[src/rtl/hbridge_pkg.sv]
// one clock domain on ADA_DCO; ADC words are two's complement (converter DFS pin tied high)
package hbridge_pkg;

   // ============================================================
   // tank ADC data format
   // ============================================================

   // raw converter word width, both channels
   localparam int ADC_W = 14;

   // most positive code, 0x1FFF for 14 bits
   // used when the raw word sits at negative full scale in over-range,
   // which becomes positive full scale after the polarity flip
   localparam logic signed [ADC_W-1:0] ADC_POS_FULL = {1'b0, {(ADC_W-1){1'b1}}};

   // most negative code, 0x2000 for 14 bits
   // also the raw negative-full code that the converter reports
   // any other over-range folds to this value
   localparam logic signed [ADC_W-1:0] ADC_NEG_FULL = {1'b1, {(ADC_W-1){1'b0}}};

   // ============================================================
   // dead-time select
   // ============================================================

   // four run-time choices of rising-edge delay
   localparam int DT_SEL_W = 2;

   // ============================================================
   // shared structs
   // ============================================================

   // one bit per MOSFET, q1 lands on bit 0
   // leg 1 is q1 (high side) with q3 (low side)
   // leg 2 is q2 (high side) with q4 (low side)
   // q1 and q3 must never be on together, same for q2 and q4
   typedef struct packed {
      logic q4;
      logic q3;
      logic q2;
      logic q1;
   } gate_set_t;

   // conditioned tank sample
   // over_range mirrors the converter OR pin for the same word
   // value is already polarity corrected and folded
   typedef struct packed {
      logic                    over_range;
      logic signed [ADC_W-1:0] value;
   } adc_sample_t;

endpackage

[src/rtl/adc_capture.sv]
// samples on the DCO rising edge; the board inverts tank polarity, so every word is negated
module adc_capture (
   input  logic                             i_clk_dco,
   input  logic                             i_rst_n,
   input  logic signed [hbridge_pkg::ADC_W-1:0] i_data,
   input  logic                             i_or,
   output hbridge_pkg::adc_sample_t         o_sample
);
   import hbridge_pkg::*;

   // next sample value before the register
   logic signed [ADC_W-1:0] value_d;

   // ============================================================
   // conditioning
   // ============================================================

   // in range: two's complement negation
   // the raw negative-full code never shows up here without OR,
   // so the wrap of -(-8192) is not a concern
   //
   // over range: fold to a full-scale value
   // raw negative full flips to positive full,
   // anything else is taken as the positive rail and flips negative
   always_comb begin
      if (i_or) begin
         if (i_data == ADC_NEG_FULL) begin
            value_d = ADC_POS_FULL;
         end else begin
            value_d = ADC_NEG_FULL;
         end
      end else begin
         value_d = -i_data;
      end
   end

   // ============================================================
   // capture register
   // ============================================================

   // one cycle from raw word to sample
   // flag and value travel together so the controller
   // sees them from the same conversion
   always_ff @(posedge i_clk_dco) begin
      if (!i_rst_n) begin
         o_sample <= '0;
      end else begin
         // flag follows the pin directly
         o_sample.over_range <= i_or;
         o_sample.value      <= value_d;
      end
   end

endmodule

[src/rtl/dead_time.sv]
// rising-edge delay only, falls pass after one register; each DTn must be at least 1
module dead_time #(
   parameter int DT0 = 80,
   parameter int DT1 = 40,
   parameter int DT2 = 20,
   parameter int DT3 = 60
) (
   input  logic                                ADA_DCO,
   input  logic                                i_rst_n,
   input  logic [hbridge_pkg::DT_SEL_W-1:0]    i_dt_sel,
   input  hbridge_pkg::gate_set_t              i_cmd,
   output hbridge_pkg::gate_set_t              o_gates
);
   import hbridge_pkg::*;

   // largest of the four delays, sets the counter width
   function automatic int max_of4(input int a, input int b, input int c, input int d);
      int m;
      m = a;
      if (b > m) begin
         m = b;
      end
      if (c > m) begin
         m = c;
      end
      if (d > m) begin
         m = d;
      end
      return m;
   endfunction

   localparam int DT_MAX  = max_of4(DT0, DT1, DT2, DT3);
   localparam int CNT_W   = $clog2(DT_MAX + 1);
   localparam int N_GATES = $bits(gate_set_t);

   // selected delay in cycles
   logic [CNT_W-1:0]   dly;
   // struct flattened to one bit per gate
   logic [N_GATES-1:0] cmd_bits;
   logic [N_GATES-1:0] gate_bits;

   // ============================================================
   // delay select
   // ============================================================

   always_comb begin
      case (i_dt_sel)
         2'd0:    dly = CNT_W'(DT0);
         2'd1:    dly = CNT_W'(DT1);
         2'd2:    dly = CNT_W'(DT2);
         2'd3:    dly = CNT_W'(DT3);
         default: dly = CNT_W'(DT0);
      endcase
   end

   assign cmd_bits = i_cmd;
   assign o_gates  = gate_bits;

   // ============================================================
   // per-gate high-time counters
   // ============================================================

   for (genvar g = 0; g < N_GATES; g++) begin : g_gate
      // consecutive high samples of this gate's command
      logic [CNT_W-1:0] hi_cnt;
      // one bit wider so the compare never wraps
      logic [CNT_W:0]   hi_cnt_inc;
      logic             gate_r;

      assign hi_cnt_inc = {1'b0, hi_cnt} + 1'b1;

      // low command: counter and gate drop on the same edge
      // high command: count up to the delay, then hold
      // gate sets on the D-th consecutive high sample
      always_ff @(posedge ADA_DCO) begin
         if (!i_rst_n) begin
            hi_cnt <= '0;
            gate_r <= 1'b0;
         end else if (!cmd_bits[g]) begin
            hi_cnt <= '0;
            gate_r <= 1'b0;
         end else begin
            if (hi_cnt < dly) begin
               hi_cnt <= hi_cnt_inc[CNT_W-1:0];
            end
            if (hi_cnt_inc >= {1'b0, dly}) begin
               gate_r <= 1'b1;
            end
         end
      end

      assign gate_bits[g] = gate_r;
   end

endmodule

[src/rtl/gate_drive.sv]
// shoot-through check looks at the dead-time outputs only; start-up patterns are fixed
module gate_drive (
   input  logic                   ADA_DCO,
   input  logic                   i_rst_n,
   input  logic                   i_enable,
   input  logic                   i_on,
   input  logic                   i_vg,
   input  hbridge_pkg::gate_set_t i_gates,
   output hbridge_pkg::gate_set_t o_q
);
   import hbridge_pkg::*;

   // bootstrap: both low sides on to charge the caps
   localparam gate_set_t BOOT_PAT = '{q4: 1'b1, q3: 1'b1, q2: 1'b0, q1: 1'b0};
   // pre-charge: diagonal q1/q4 to load the tank
   localparam gate_set_t PRECHG_PAT = '{q4: 1'b1, q3: 1'b0, q2: 1'b0, q1: 1'b1};

   gate_set_t pat;
   logic      shoot_thru;

   // ============================================================
   // pattern select and blanking
   // ============================================================

   always_comb begin
      if (!i_on) begin
         pat = BOOT_PAT;
      end else if (!i_vg) begin
         pat = PRECHG_PAT;
      end else begin
         pat = i_gates;
      end
   end

   // both switches of one leg high
   assign shoot_thru = (i_gates.q1 & i_gates.q3) | (i_gates.q2 & i_gates.q4);

   // output register, all off when disabled or on a bad pattern
   always_ff @(posedge ADA_DCO) begin
      if (!i_rst_n) begin
         o_q <= '0;
      end else if (!i_enable || shoot_thru) begin
         o_q <= '0;
      end else begin
         o_q <= pat;
      end
   end

endmodule

[src/rtl/hbridge_top.sv]
// switching pattern comes from an external controller; fall reaches o_q in 2 cycles, rise in D+1
module hbridge_top #(
   parameter int ON_COUNT = 10,
   parameter int VG_COUNT = 14,
   parameter int DT0      = 80,
   parameter int DT1      = 40,
   parameter int DT2      = 20,
   parameter int DT3      = 60
) (
   input  logic                                 ADA_DCO,
   input  logic                                 i_rst_n,
   // tank ADCs, A is voltage, B is current
   input  logic signed [hbridge_pkg::ADC_W-1:0] i_adc_a_data,
   input  logic signed [hbridge_pkg::ADC_W-1:0] i_adc_b_data,
   input  logic                                 i_adc_a_or,
   input  logic                                 i_adc_b_or,
   // converter control
   input  logic                                 i_enable,
   input  logic [hbridge_pkg::DT_SEL_W-1:0]     i_dt_sel,
   input  hbridge_pkg::gate_set_t               i_switch_cmd,
   // conditioned samples to the controller
   output hbridge_pkg::adc_sample_t             o_vc,
   output hbridge_pkg::adc_sample_t             o_ic,
   // MOSFET gates
   output hbridge_pkg::gate_set_t               o_q
);
   import hbridge_pkg::*;

   // start-up phase levels
   logic      on;
   logic      vg;
   // command after dead time
   gate_set_t dt_gates;

   // ============================================================
   // input side, tank capture
   // ============================================================

   // tank voltage
   adc_capture u_adc_vc (
      .i_clk_dco (ADA_DCO),
      .i_rst_n   (i_rst_n),
      .i_data    (i_adc_a_data),
      .i_or      (i_adc_a_or),
      .o_sample  (o_vc)
   );

   // tank current
   adc_capture u_adc_ic (
      .i_clk_dco (ADA_DCO),
      .i_rst_n   (i_rst_n),
      .i_data    (i_adc_b_data),
      .i_or      (i_adc_b_or),
      .o_sample  (o_ic)
   );

   // ============================================================
   // processing, start-up and dead time
   // ============================================================

   startup_seq #(
      .ON_COUNT (ON_COUNT),
      .VG_COUNT (VG_COUNT)
   ) u_startup (
      .ADA_DCO  (ADA_DCO),
      .i_rst_n  (i_rst_n),
      .i_enable (i_enable),
      .o_on     (on),
      .o_vg     (vg)
   );

   dead_time #(
      .DT0 (DT0),
      .DT1 (DT1),
      .DT2 (DT2),
      .DT3 (DT3)
   ) u_dead_time (
      .ADA_DCO  (ADA_DCO),
      .i_rst_n  (i_rst_n),
      .i_dt_sel (i_dt_sel),
      .i_cmd    (i_switch_cmd),
      .o_gates  (dt_gates)
   );

   // output side, final gate logic
   gate_drive u_gate_drive (
      .ADA_DCO  (ADA_DCO),
      .i_rst_n  (i_rst_n),
      .i_enable (i_enable),
      .i_on     (on),
      .i_vg     (vg),
      .i_gates  (dt_gates),
      .o_q      (o_q)
   );

endmodule

[src/rtl/startup_seq.sv]
// 8-bit bootstrap counter; needs ON_COUNT < VG_COUNT < 255 or the levels never rise
module startup_seq #(
   parameter int ON_COUNT = 10,
   parameter int VG_COUNT = 14
) (
   input  logic ADA_DCO,
   input  logic i_rst_n,
   input  logic i_enable,
   output logic o_on,
   output logic o_vg
);

   // counter width, matches the board sequencer
   localparam int CNT_W = 8;

   // thresholds at counter width
   localparam logic [CNT_W-1:0] ON_LIM = CNT_W'(ON_COUNT);
   localparam logic [CNT_W-1:0] VG_LIM = CNT_W'(VG_COUNT);

   logic [CNT_W-1:0] boot_cnt;

   // ============================================================
   // bootstrap counter
   // ============================================================

   // clears whenever enable is low, so a re-enable always
   // starts the sequence over from the bootstrap phase
   // runs while enabled and gate-valid is not yet reached
   // then freezes at VG_COUNT+1
   always_ff @(posedge ADA_DCO) begin
      if (!i_rst_n) begin
         boot_cnt <= '0;
      end else if (!i_enable) begin
         boot_cnt <= '0;
      end else if (!o_vg) begin
         boot_cnt <= boot_cnt + 1'b1;
      end
   end

   // ============================================================
   // phase levels
   // ============================================================

   // on: bootstrap caps charged, leave low-side pattern
   // first enabled edge E gives count 1, so on
   // rises right after edge E+ON_COUNT
   assign o_on = (boot_cnt > ON_LIM);

   // vg: pre-charge done, gates follow the command
   // rises right after edge E+VG_COUNT
   assign o_vg = (boot_cnt > VG_LIM);

endmodule

[config.mk]
export PLATFORM = sky130hd
export DESIGN_NAME = hbridge_top
export DESIGN_NICKNAME = d
export VERILOG_FILES = /design/src/rtl/hbridge_pkg.sv /design/src/rtl/adc_capture.sv /design/src/rtl/dead_time.sv /design/src/rtl/gate_drive.sv /design/src/rtl/hbridge_top.sv /design/src/rtl/startup_seq.sv
export SDC_FILE = /design/constraint.sdc
export NUM_CORES = 1
export LEC_CHECK = 0
export BUFFER_PORTS_ARGS = -buffer_cell sky130_fd_sc_hd__buf_2
export CORE_AREA = 2 2 149 78
export CTS_CLUSTER_DIAMETER = 120
export CTS_CLUSTER_SIZE = 14
export DETAILED_ROUTE_END_ITERATION = 10
export DIE_AREA = 0 0 151 80
export PLACE_DENSITY_LB_ADDON = 0.05
export SETUP_SLACK_MARGIN = 0.05
export SYNTH_ARGS = -nofsm -noshare
export SYNTH_HDL_FRONTEND = slang
export SYNTH_SLANG_ARGS = --single-unit
[constraint.sdc]
create_clock -name ADA_DCO -period 1.8 [get_ports ADA_DCO]
set_input_delay 0.09 -clock ADA_DCO [delete_from_list [all_inputs] [get_ports ADA_DCO]]
set_output_delay 0.09 -clock ADA_DCO [all_outputs]
set_load 0.01 [all_outputs]
==> results.yml, run 1 <==
floorplan:
  die_h_um: 80
  core-area_mm2: 0.01074
  start_util_pct: 44.53
  num_rows: 27
  die_x_um: 151
  io_pins: 73
  die-area_mm2: 0.01208
setup_path:
  reg2reg_depth: 8
  critical_path_class: "reg2reg"
  reg2reg_to: "u_dead_time.g_gate[0].gate_r"
  start_kind: "flop"
  crit_arrival_ns: 1.97
  critPathLaunch: "u_dead_time.g_gate[0].hi_cnt[1]"
  worstPathRequired_ns: 2.01
  r2r_start: "u_dead_time.g_gate[0].hi_cnt[1]"
  r2r_slack_ns: 0.04
  crit_path_max_fanout: 3
  cp-end-kind: "flop"
placed_design:
  port_buffers: 72
  gp_congestion: 0.8318
  place_hpwl_mm: 10.05
  placedCellCount: 841
global_route:
  grt_max_degree: 17
  grt_pass1_wl_mm: 21.17
  overflow: 0
  grt_pass1_vias: 4387
  track_usage_pct: 22.19
  antenna_found_initial: 0
timing:
  slew_viol_final: 0
  whs_ns: 0.03495
  skew_ns: 0.004890
  setup_viol: 0
  tightest_slew_ns: 0.6077
  hold_viol: 0
  rsz0062_at_grt: "yes"
  fin_crit_ns: 1.759
  relSlewSlack_pct: 59.11
  setup-tns-final_ns: 0
  fmax_mhz: 568.5
  final.period_utilization_pct: 97.73
finish:
  fillers: 934
  drive_gt1_share_pct: 35.05
  nNetsFinal: 801
  syn_to_final_growth_pct: 36.80
  final_cell_mix: "buf_4 (93), buf_2 (72), nand2_1 (58), dfxtp_1 (58), ha_1 (39)"
  mostFrequentLayoutCell: "buf_4"
  fin_cells: 864
  antennaDiodeCount: 0
  final_util_pct: 60.91
synth:
  synth_area_mm2: 0.004783
  synth_ff_type: "dfxtp_1"
  synth_edf_count: 0
  synth-seq-cells: 74
  synth.avg_cell_area_um2: 8.511
  ys_seq_area_share_pct: 30.97
  synth-async-reset-ratio_pct: 0
  synth_nets: 647
  synth_cells: 562
  yosysUniqueCellTypes: 55
  yosysWarnings: 0
pwr:
  max-vdd-ir-drop_uv: 472.1
  clockPowerShare_pct: 41.8
  switching_share_pct: 25.09
  power.density_mw_per_mm2: 584.7
  power.share.sequential_pct: 44.5
  power.total_uw: 3826
  p_int_uw: 2866
  combPwrFrac_pct: 13.7
  switchingPower_uw: 959.9
  power.leakage_uw: 0.002830
hold_path:
  hp-start: "i_enable"
  hold_end: "u_startup.boot_cnt[5]"
  hp-class: "in2reg"
  whs_path_depth: 2
clock_network:
  cts_tree: "done"
  insertion_delay_ns: 0.33
  clockRootBuffer: "clkbuf_16"
  clock-sinks: 74
  h-tree-depth: 3
  numCtsBuffers: 9
  clockBufferDepth: 2
  clk_pin_slew_ns: 0.06
route:
  dr.pass1.iters: 5
  wl_mm: 13.40
  drc_errors: 0
  wire_per_inst_um: 15.50
  vias: 4779
  antenna_left: 0
  drt_iter0_markers: 362
  routed_via_density: 5.531
job:
  max-cap-violations: 0
status:
  status: "complete, no violations"
per-layer routing:
metal	track usage [%]	vias up	routed length, µm
met3	4.857	13	731
met4	4.860	0	104
met2	32.82	141	5632
met5	0	-	0
met1	32.73	2229	6928
li1	-	2396	-
power by group through the flow:
stage / registers [µW] / clock network [µW] / logic, µW
floorplan: 1760 / 0 / 236
global placement: 1740 / 0 / 486
detailed placement: 1740 / 0 / 498
CTS: 1710 / 1640 / 504
global route: 1700 / 1720 / 576
finish: 1700 / 1600 / 524
sequential cells by signal, indices dropped and copies added (netlist names):
register	cells
u_startup.boot_cnt	8
u_dead_time.g_gate.gate_r	4
u_adc_vc.o_sample	15
u_gate_drive.o_q	4
u_dead_time.g_gate.hi_cnt	28
u_adc_ic.o_sample	15
worst max path at each step:
| stage | endpoint | slack [ns] | cells after the start |
|---|---|---|---|
| finish | u_dead_time.g_gate[0].gate_r | 0.04 | 8 |
| global route | u_dead_time.g_gate[1].gate_r | -0.04 | 7 |
| CTS | u_dead_time.g_gate[0].gate_r | 0.02 | 8 |
| detailed placement | u_dead_time.g_gate[1].hi_cnt[5] | -0.21 | 6 |
| global placement | u_dead_time.g_gate[3].hi_cnt[4] | -0.14 | 6 |
| floorplan | u_dead_time.g_gate[1].hi_cnt[4] | 0.03 | 6 |
logic make-up (layout without fill, tap and decap cells):
family,Yosys count,count (layout),share of synthesized area [%]
XOR/XNOR,41,41,7.507
flip-flops,74,74,30.97
adder cells (fa/ha/maj),46,46,12.03
AND/OR/NAND/NOR,213,213,24.33
AO/OA/AOI/OAI,142,142,20.98
buffers and inverters,42,199,3.348
multiplexers,4,4,0.8371
worst max-delay path, cell delays in order (launching register included):
cell      delay [ns]
dfxtp_4         0.36
ha_4            0.17
buf_4           0.14
xnor2_2         0.12
ha_1            0.30
a21boi_2        0.14
o21ai_1         0.09
a21oi_1         0.21
o22ai_1         0.11
synthesized netlist by cell type (2+ instances only):
cell type	n	area, µm²
dfxtp_1	74	1481
nand2_1	58	217.7
ha_1	46	575.6
nor2_1	32	120.1
a21oi_1	31	155.2
o21ai_0	26	130.1
xnor2_1	24	210.2
nand3_1	21	105.1
inv_1	17	63.81
xor2_1	17	148.9
clkbuf_1	16	60.06
o211ai_1	16	120.1
o21a_1	15	112.6
or2_2	12	75.07
a2111o_1	11	123.9
nand4b_1	10	87.58
nor3_1	10	50.05
nor4_1	10	62.56
nand4_1	9	56.30
and3_1	7	43.79
buf_1	7	26.28
a21boi_0	6	45.04
a22o_1	6	52.55
nand3b_1	6	45.04
nor3b_1	6	45.04
and2_1	5	31.28
o22ai_1	5	31.28
or3_1	5	31.28
or4_1	5	37.54
a21bo_2	4	40.04
a311oi_1	4	35.03
mux2i_1	4	40.04
nor2b_1	4	25.02
nor4b_1	4	35.03
o221ai_1	4	35.03
a211o_1	3	26.28
a211oi_1	2	15.01
and4b_1	2	20.02
buf_2	2	10.01
cell type report:
class | instances | area [µm²] | area share [%]
multi-input combinational | 446 | 3406 | 52.05
sequential | 74 | 1519 | 23.21
timing repair buffer | 168 | 1110 | 16.96
clock buffer | 11 | 242.7 | 3.709
tap | 145 | 181.4 | 2.772
inverter | 17 | 67.56 | 1.033
clock inverter | 3 | 17.52 | 0.2677
repair_timing:
item	4_1_cts	5_1_grt
pin swaps	4	14
resized for setup	12	48
hold buffers	0	0
setup endpoints to repair	7	22
setup buffers	2	7
cloned	0	0
per-stage QoR:
| step | area [µm²] | worst slack (ns) |
|---|---|---|
| after floorplan | 4870 | 0.03188 |
| after global placement | 5988 | -0.1425 |
| after detailed placement | 5988 | -0.2133 |
| after CTS | 6297 | 0.01500 |
| after global routing | 6544 | -0.04040 |
| final | 6544 | 0.04091 |
No activity file was read; power rests on OpenSTA's default activity.
==> run 2, diff against run 1 <==
--- a/config.mk
+++ b/config.mk
@@ -11,7 +11,7 @@
 export CTS_CLUSTER_SIZE = 14
 export DETAILED_ROUTE_END_ITERATION = 10
 export DIE_AREA = 0 0 151 80
-export PLACE_DENSITY_LB_ADDON = 0.05
+export PLACE_DENSITY = 0.79
 export SETUP_SLACK_MARGIN = 0.05
 export SYNTH_ARGS = -nofsm -noshare
 export SYNTH_HDL_FRONTEND = slang
==> run 2 against run 1 <==
Net effect:
- cell count down 0.58%
- critical path type unchanged
- clock-buffer cell count up 2
- non-clock buffer count down 7
- first-iteration DRC count up 16%
- design area up 0.21%
- critical path depth down 2
- die area unchanged
- via count up 4.5%
- worst setup slack worse by 0.0015 ns
- combinational power about the same
==> results.yml, run 2 (synthesized netlist as in run 1, its figures left out) <==
status:
  status: "complete, no violations"
pwr:
  power.share.sequential_pct: 39.9
  switchingPower_uw: 1022
  p_int_uw: 3242
  clockPowerShare_pct: 47.9
  switching_share_pct: 23.97
  power.density_mw_per_mm2: 650.2
  power.leakage_uw: 0.002801
  combPwrFrac_pct: 12.3
  max-vdd-ir-drop_uv: 440.1
clock_network:
  cts_tree: "done"
  clk_pin_slew_ns: 0.06
  clockBufferDepth: 2
  clockRootBuffer: "clkbuf_16"
  insertion_delay_ns: 0.34
  numCtsBuffers: 9
  clock-sinks: 74
  hold_buffers: 0
  h-tree-depth: 3
global_route:
  overflow: 0
  antenna_found_initial: 0
  track_usage_pct: 23.12
  grt_pass1_wl_mm: 22.14
  grt_pass1_vias: 4559
  grt_max_degree: 19
route:
  wl_mm: 14.28
  antenna_left: 0
  wire_per_inst_um: 16.62
  dr.pass1.iters: 5
  drt_iter0_markers: 421
  routed_via_density: 5.816
  drc_errors: 0
  vias: 4996
timing:
  relSlewSlack_pct: 62.25
  hold_viol: 0
  slew_viol_final: 0
  setup_viol: 0
  skew_ns: 0.007318
  fin_crit_ns: 1.761
  final.period_utilization_pct: 97.81
  fmax_mhz: 568.0
  rsz0062_at_grt: "yes"
  tightest_slew_ns: 0.5619
finish:
  antennaDiodeCount: 0
  final_util_pct: 61.04
  mostFrequentLayoutCell: "buf_4"
  reg_top3: "u_dead_time.g_gate.hi_cnt: 28 flops, u_adc_ic.o_sample: 15 flops, u_adc_vc.o_sample: 15 flops"
  fin_cells: 859
  syn_to_final_growth_pct: 37.09
  top_register: "u_dead_time.g_gate.hi_cnt"
  final_cell_mix: "buf_4 (88), buf_2 (72), nand2_1 (58)"
  drive_gt1_share_pct: 35.43
  nNetsFinal: 794
  largest_reg_flops: 28
setup_path:
  worstPathRequired_ns: 2.02
  reg2reg_depth: 6
  critical_path_class: "reg2reg"
  crit_arrival_ns: 1.99
  r2r_start: "u_dead_time.g_gate[2].hi_cnt[3]"
  r2r_slack_ns: 0.04
  cp-end-kind: "flop"
  start_kind: "flop"
  crit_path_max_fanout: 6
  reg2reg_to: "u_dead_time.g_gate[2].hi_cnt[0]"
floorplan:
  num_rows: 27
  start_util_pct: 44.53
  core-area_mm2: 0.01074
  die_x_um: 151
  die_h_um: 80
  io_pins: 73
  die-area_mm2: 0.01208
job:
  max-cap-violations: 0
placed_design:
  gp_congestion: 0.8664
  port_buffers: 72
  place_hpwl_mm: 10.47
  placedCellCount: 831
hold_path:
  whs_path_depth: 2
  hp-class: "in2reg"
  hold_end: "u_startup.boot_cnt[7]"
  hp-start: "i_enable"
run 2: changes by cell type in the layout (fill, tap and decap cells not counted), moves of 3 or more:
cell	delta
buf_4	-5
dfxtp_1	-5
o21ai_1	+5
ha_1	-4
o21ai_0	-4
dfxtp_4	+3
run 2: critical path, cell delays in order, from the launching register on:
cell and delay (ns):
dfxtp_4 0.37, ha_4 0.25, o211ai_1 0.11, o211ai_1 0.49, buf_4 0.23, a21o_1 0.13
a21oi_2 0.06
run 2: area by class of cell:
class | instances | area (µm²)
clock buffers | 13 | 270.3
clock inverters | 3 | 68.82
fillers | 860 | 4185
inverters | 17 | 67.56
multi-input cells | 446 | 3411
flip-flops and latches | 74 | 1533
well taps | 145 | 181.4
repair buffers | 161 | 1026
run 2: worst max-delay path by stage:
stage               slack (ns)                         endpoint  cells past startpoint                             from
global route             -0.03  u_dead_time.g_gate[2].hi_cnt[1]                      6  u_dead_time.g_gate[2].hi_cnt[3]
CTS                       0.05  u_dead_time.g_gate[2].hi_cnt[1]                      6  u_dead_time.g_gate[2].hi_cnt[5]
detailed placement       -0.16  u_dead_time.g_gate[2].hi_cnt[1]                      9                      i_dt_sel[0]
global placement         -0.11  u_dead_time.g_gate[1].hi_cnt[5]                      6                      i_dt_sel[0]
floorplan                 0.03  u_dead_time.g_gate[1].hi_cnt[4]                      6                      i_dt_sel[0]
finish                    0.04  u_dead_time.g_gate[2].hi_cnt[0]                      6  u_dead_time.g_gate[2].hi_cnt[3]
run 2: layer usage:
| metal | part of all wire (%) | vias up | routed length [µm] | track usage [%] |
|---|---|---|---|---|
| met1 | 47 | 2381 | 6668 | 31.54 |
| met4 | 1.8 | 0 | 264 | 6.168 |
| met5 | 0 | - | 0 | 0 |
| met3 | 6.4 | 32 | 916 | 4.571 |
| li1 | - | 2382 | - | - |
| met2 | 45 | 201 | 6425 | 37.36 |
run 2: repair_timing:
item | in CTS | in global routing
buffers inserted | 0 | 12
endpoints found under the setup margin | 20 | 25
pin swaps | 7 | 21
gates resized for setup | 14 | 59
run 2: power by group through the flow:
stage	sequential (µW)	clock (µW)	combinational, µW
after floorplan	1760	0	236
after global placement	1740	0	462
after detailed placement	1740	0	489
after CTS	1710	2060	496
after global routing	1700	2150	570
final	1700	2040	523
run 2: per-stage QoR:
stage               total power, µW  setup slack, ns   TNS, ns  hold slack, ns  cell area, µm²
floorplan                      1996          0.03188         0          0.2492            4870
global route                   4426         -0.02728  -0.05309         0.05894            6558
CTS                            4265          0.05224         0         0.05056            6269
finish                         4264          0.03944         0         0.04741            6558
detailed placement             2234          -0.1603    -2.992          0.3887            5888
global placement               2204          -0.1086    -1.018          0.3772            5888
==> run 3, diff against run 2 <==
--- a/config.mk
+++ b/config.mk
@@ -5,13 +5,14 @@
 export SDC_FILE = /design/constraint.sdc
 export NUM_CORES = 1
 export LEC_CHECK = 0
+export ABC_AREA = 1
 export BUFFER_PORTS_ARGS = -buffer_cell sky130_fd_sc_hd__buf_2
-export CORE_AREA = 2 2 149 78
+export CORE_AREA = 2 2 145 76
 export CTS_CLUSTER_DIAMETER = 120
 export CTS_CLUSTER_SIZE = 14
 export DETAILED_ROUTE_END_ITERATION = 10
-export DIE_AREA = 0 0 151 80
-export PLACE_DENSITY = 0.79
+export DIE_AREA = 0 0 147 78
+export PLACE_DENSITY = 0.78
 export SETUP_SLACK_MARGIN = 0.05
 export SYNTH_ARGS = -nofsm -noshare
 export SYNTH_HDL_FRONTEND = slang
==> run 3 against run 2 <==
Net effect:
- clock-buffer cell count shrank 3
- non-clock buffer count fell by 60
- worst setup slack better by 0.017 ns
- register-to-register slack improved by 0.02 ns
- sequential share of layout area rose by 3.0 points
- global-route usage is 4.5 points lower
- synthesized cell count increased by 14%
- via count decreased by 13%
- clock skew fell by 0.0029 ns
- cell count grew 3.7%
- wire length down 24%
- maximum frequency increased by 0.99%
==> results.yml, run 3 <==
status:
  status: "complete, no violations"
route:
  routed_via_density: 4.897
  wire_per_inst_um: 12.18
  vias: 4363
  antenna_left: 0
  dr.pass1.iters: 4
  drt_iter0_markers: 223
  wl_mm: 10.85
  drc_errors: 0
setup_path:
  critical_path_class: "reg2reg"
  cp_slowest_cell: "dfxtp_4"
  start_kind: "flop"
  critPathLaunch: "u_dead_time.g_gate[0].hi_cnt[1]"
  crit_arrival_ns: 1.96
  critical_path.max_stage_delay_ns: 0.38
  r2r_start: "u_dead_time.g_gate[0].hi_cnt[1]"
  path_cells: "ha_4, nand2_4, inv_4, nand4_1, xor2_1, inv_1, ha_2, or2_4, a31oi_4, a21oi_2"
  crit_family: "flip-flops"
  crit_path_max_fanout: 4
  cp-end-kind: "flop"
  r2r_slack_ns: 0.06
  path_buf_inv: 2
  worstPathRequired_ns: 2.02
floorplan:
  core-area_mm2: 0.01008
  die-area_mm2: 0.01147
  die_x_um: 147
  num_rows: 26
  die_h_um: 78
  io_pins: 73
  start_util_pct: 44.50
pwr:
  power.leakage_uw: 0.002953
  max-vdd-ir-drop_uv: 530.2
  power.density_mw_per_mm2: 719.6
synth:
  yosysTopAreaCell: "dfxtp_1"
  synth_ff_type: "dfxtp_1"
  synthMostInstantiatedCell: "nand2_1"
  synth_area_mm2: 0.004488
  synth_nets: 727
  yosys-top-cells-area: "dfxtp_1 (33%), ha_1 (13%), nand2_1 (13%)"
  yosysUniqueCellTypes: 33
  yosys-top-cells-count: "nand2_1 (150), nor2_1 (82), inv_1 (81), dfxtp_1 (74), a21oi_1 (53)"
  ys_seq_area_share_pct: 33.01
  yosysWarnings: 0
  synth-seq-cells: 74
  synth.avg_cell_area_um2: 6.991
  yosys.area.top_type_share_pct: 33.01
  synth_cells: 642
  synth-async-reset-ratio_pct: 0
  synth_edf_count: 0
timing:
  fin_crit_ns: 1.743
  tightest_slew_ns: 0.3449
  slew_viol_final: 0
  rsz0062_at_grt: "yes"
  setup-tns-final_ns: 0
  final.period_utilization_pct: 96.85
  relSlewSlack_pct: 76.98
  fmax_mhz: 573.6
  skew_ns: 0.004455
  setup_viol: 0
  hold_viol: 0
  fin_ws_ns: 0.05674
clock_network:
  cts_tree: "done"
  clockBufferDepth: 2
  hold_buffers: 0
  clock-sinks: 74
  h-tree-depth: 3
  clk_pin_slew_ns: 0.06
  clockRootBuffer: "clkbuf_16"
  numCtsBuffers: 9
  insertion_delay_ns: 0.33
global_route:
  track_usage_pct: 18.60
  antenna_found_initial: 0
  overflow: 0
  grt_pass1_wl_mm: 17.64
  grt_pass1_vias: 3975
  grt_max_degree: 27
finish:
  drive_gt1_share_pct: 26.10
  final_cell_mix: "nand2_1 (148), inv_1 (78), nor2_1 (76)"
  top_register: "u_dead_time.g_gate.hi_cnt"
  nNetsFinal: 832
  mostFrequentLayoutCell: "nand2_1"
  antennaDiodeCount: 0
  largest_reg_flops: 28
  reg_top3: "u_dead_time.g_gate.hi_cnt: 28 flops, u_adc_ic.o_sample: 15 flops, u_adc_vc.o_sample: 15 flops"
  syn_to_final_growth_pct: 27.99
  fillers: 922
placed_design:
  place_hpwl_mm: 7.905
  port_buffers: 72
  pre_cts_ws_ns: -0.05496
  gp_congestion: 0.8668
hold_path:
  hp-class: "in2reg"
  hp-start: "i_switch_cmd[0]"
job:
  max-cap-violations: 0
[run 3: cell count changes after synthesis, sizes merged, moves of 21 or more]
cell   previous run  this run
a21oi            31        63
inv              17        89
nand2            58       152
nand3            21        44
nor2             32        92
xnor2            24         3
[run 3: where the power goes]
group / total (µW) / leakage [µW] / switching (µW) / internal, µW
sequential: 1730 / 0.000611 / 35.5 / 1690
combinational: 506 / 0.00218 / 308 / 198
clock: 1900 / 0.000158 / 661 / 1240
total: 4130 / 0.00295 / 1010 / 3130
[run 3: worst paths after layout]
| kind | to | depth (start not counted) |
|---|---|---|
| hold / removal | u_dead_time.g_gate[0].gate_r | 3 |
| setup / recovery | u_dead_time.g_gate[0].gate_r | 10 |
| hold reg to reg | u_startup.boot_cnt[7] | 2 |
| setup reg to reg | u_dead_time.g_gate[0].gate_r | 10 |
[run 3: area by class of cell]
class / instances / area [µm²] / share of cell area, %
Timing Repair Buffer: 101 / 578.1 / 10.06
Multi-Input combinational cell: 471 / 2813 / 48.97
Clock buffer: 10 / 239.0 / 4.160
Inverter: 90 / 346.6 / 6.034
Clock inverter: 5 / 78.83 / 1.372
Tap cell: 140 / 175.2 / 3.049
Sequential cell: 74 / 1514 / 26.36
[run 3: kinds of logic (layout without fill, tap and decap cells)]
logic type	after synthesis	after routing	share of synthesized area, %
simple gates	303	303	29.33
compound gates	104	104	12.99
buf+inv	97	206	8.335
flops	74	74	33.01
fa+ha+maj	46	46	12.82
xor+xnor	18	18	3.513
[run 3: stage by stage]
step	utilization [%]	cell area [µm²]	std cells	hold WS (ns)	power, µW
detailed placement	51.08	5151	868	0.3598	2240
global placement	51.08	5151	868	0.3623	2223
floorplan	-	4494	642	0.1835	2045
global route	56.96	5744	891	0.03465	4325
CTS	55.01	5548	888	0.01462	4151
finish	56.96	5744	891	0.03195	4134
[run 3: worst register-to-register path, delay by kind of cell (launching register included)]
family,cells,cell delay (ns)
and+or+nand+nor,3,0.39
DFF,1,0.38
adders and majority gates,2,0.33
xor gates and xnor gates,1,0.20
AOI/OAI and AO/OA,2,0.20
buffers and inverters,2,0.14
[run 3: metal layers]
metal / vias to the layer above / GRT usage (%) / share of wire [%]
li1: 2288 / - / -
met1: 1965 / 23.58 / 47
met2: 92 / 32.63 / 47
met3: 18 / 3.176 / 3.5
met4: 0 / 5.673 / 1.7
met5: - / 0 / 0
[run 3: repair_timing]
item	in CTS	in global routing
pin swaps	0	13
resized for setup	14	46
buffers inserted	5	3
endpoints found under the setup margin	3	20
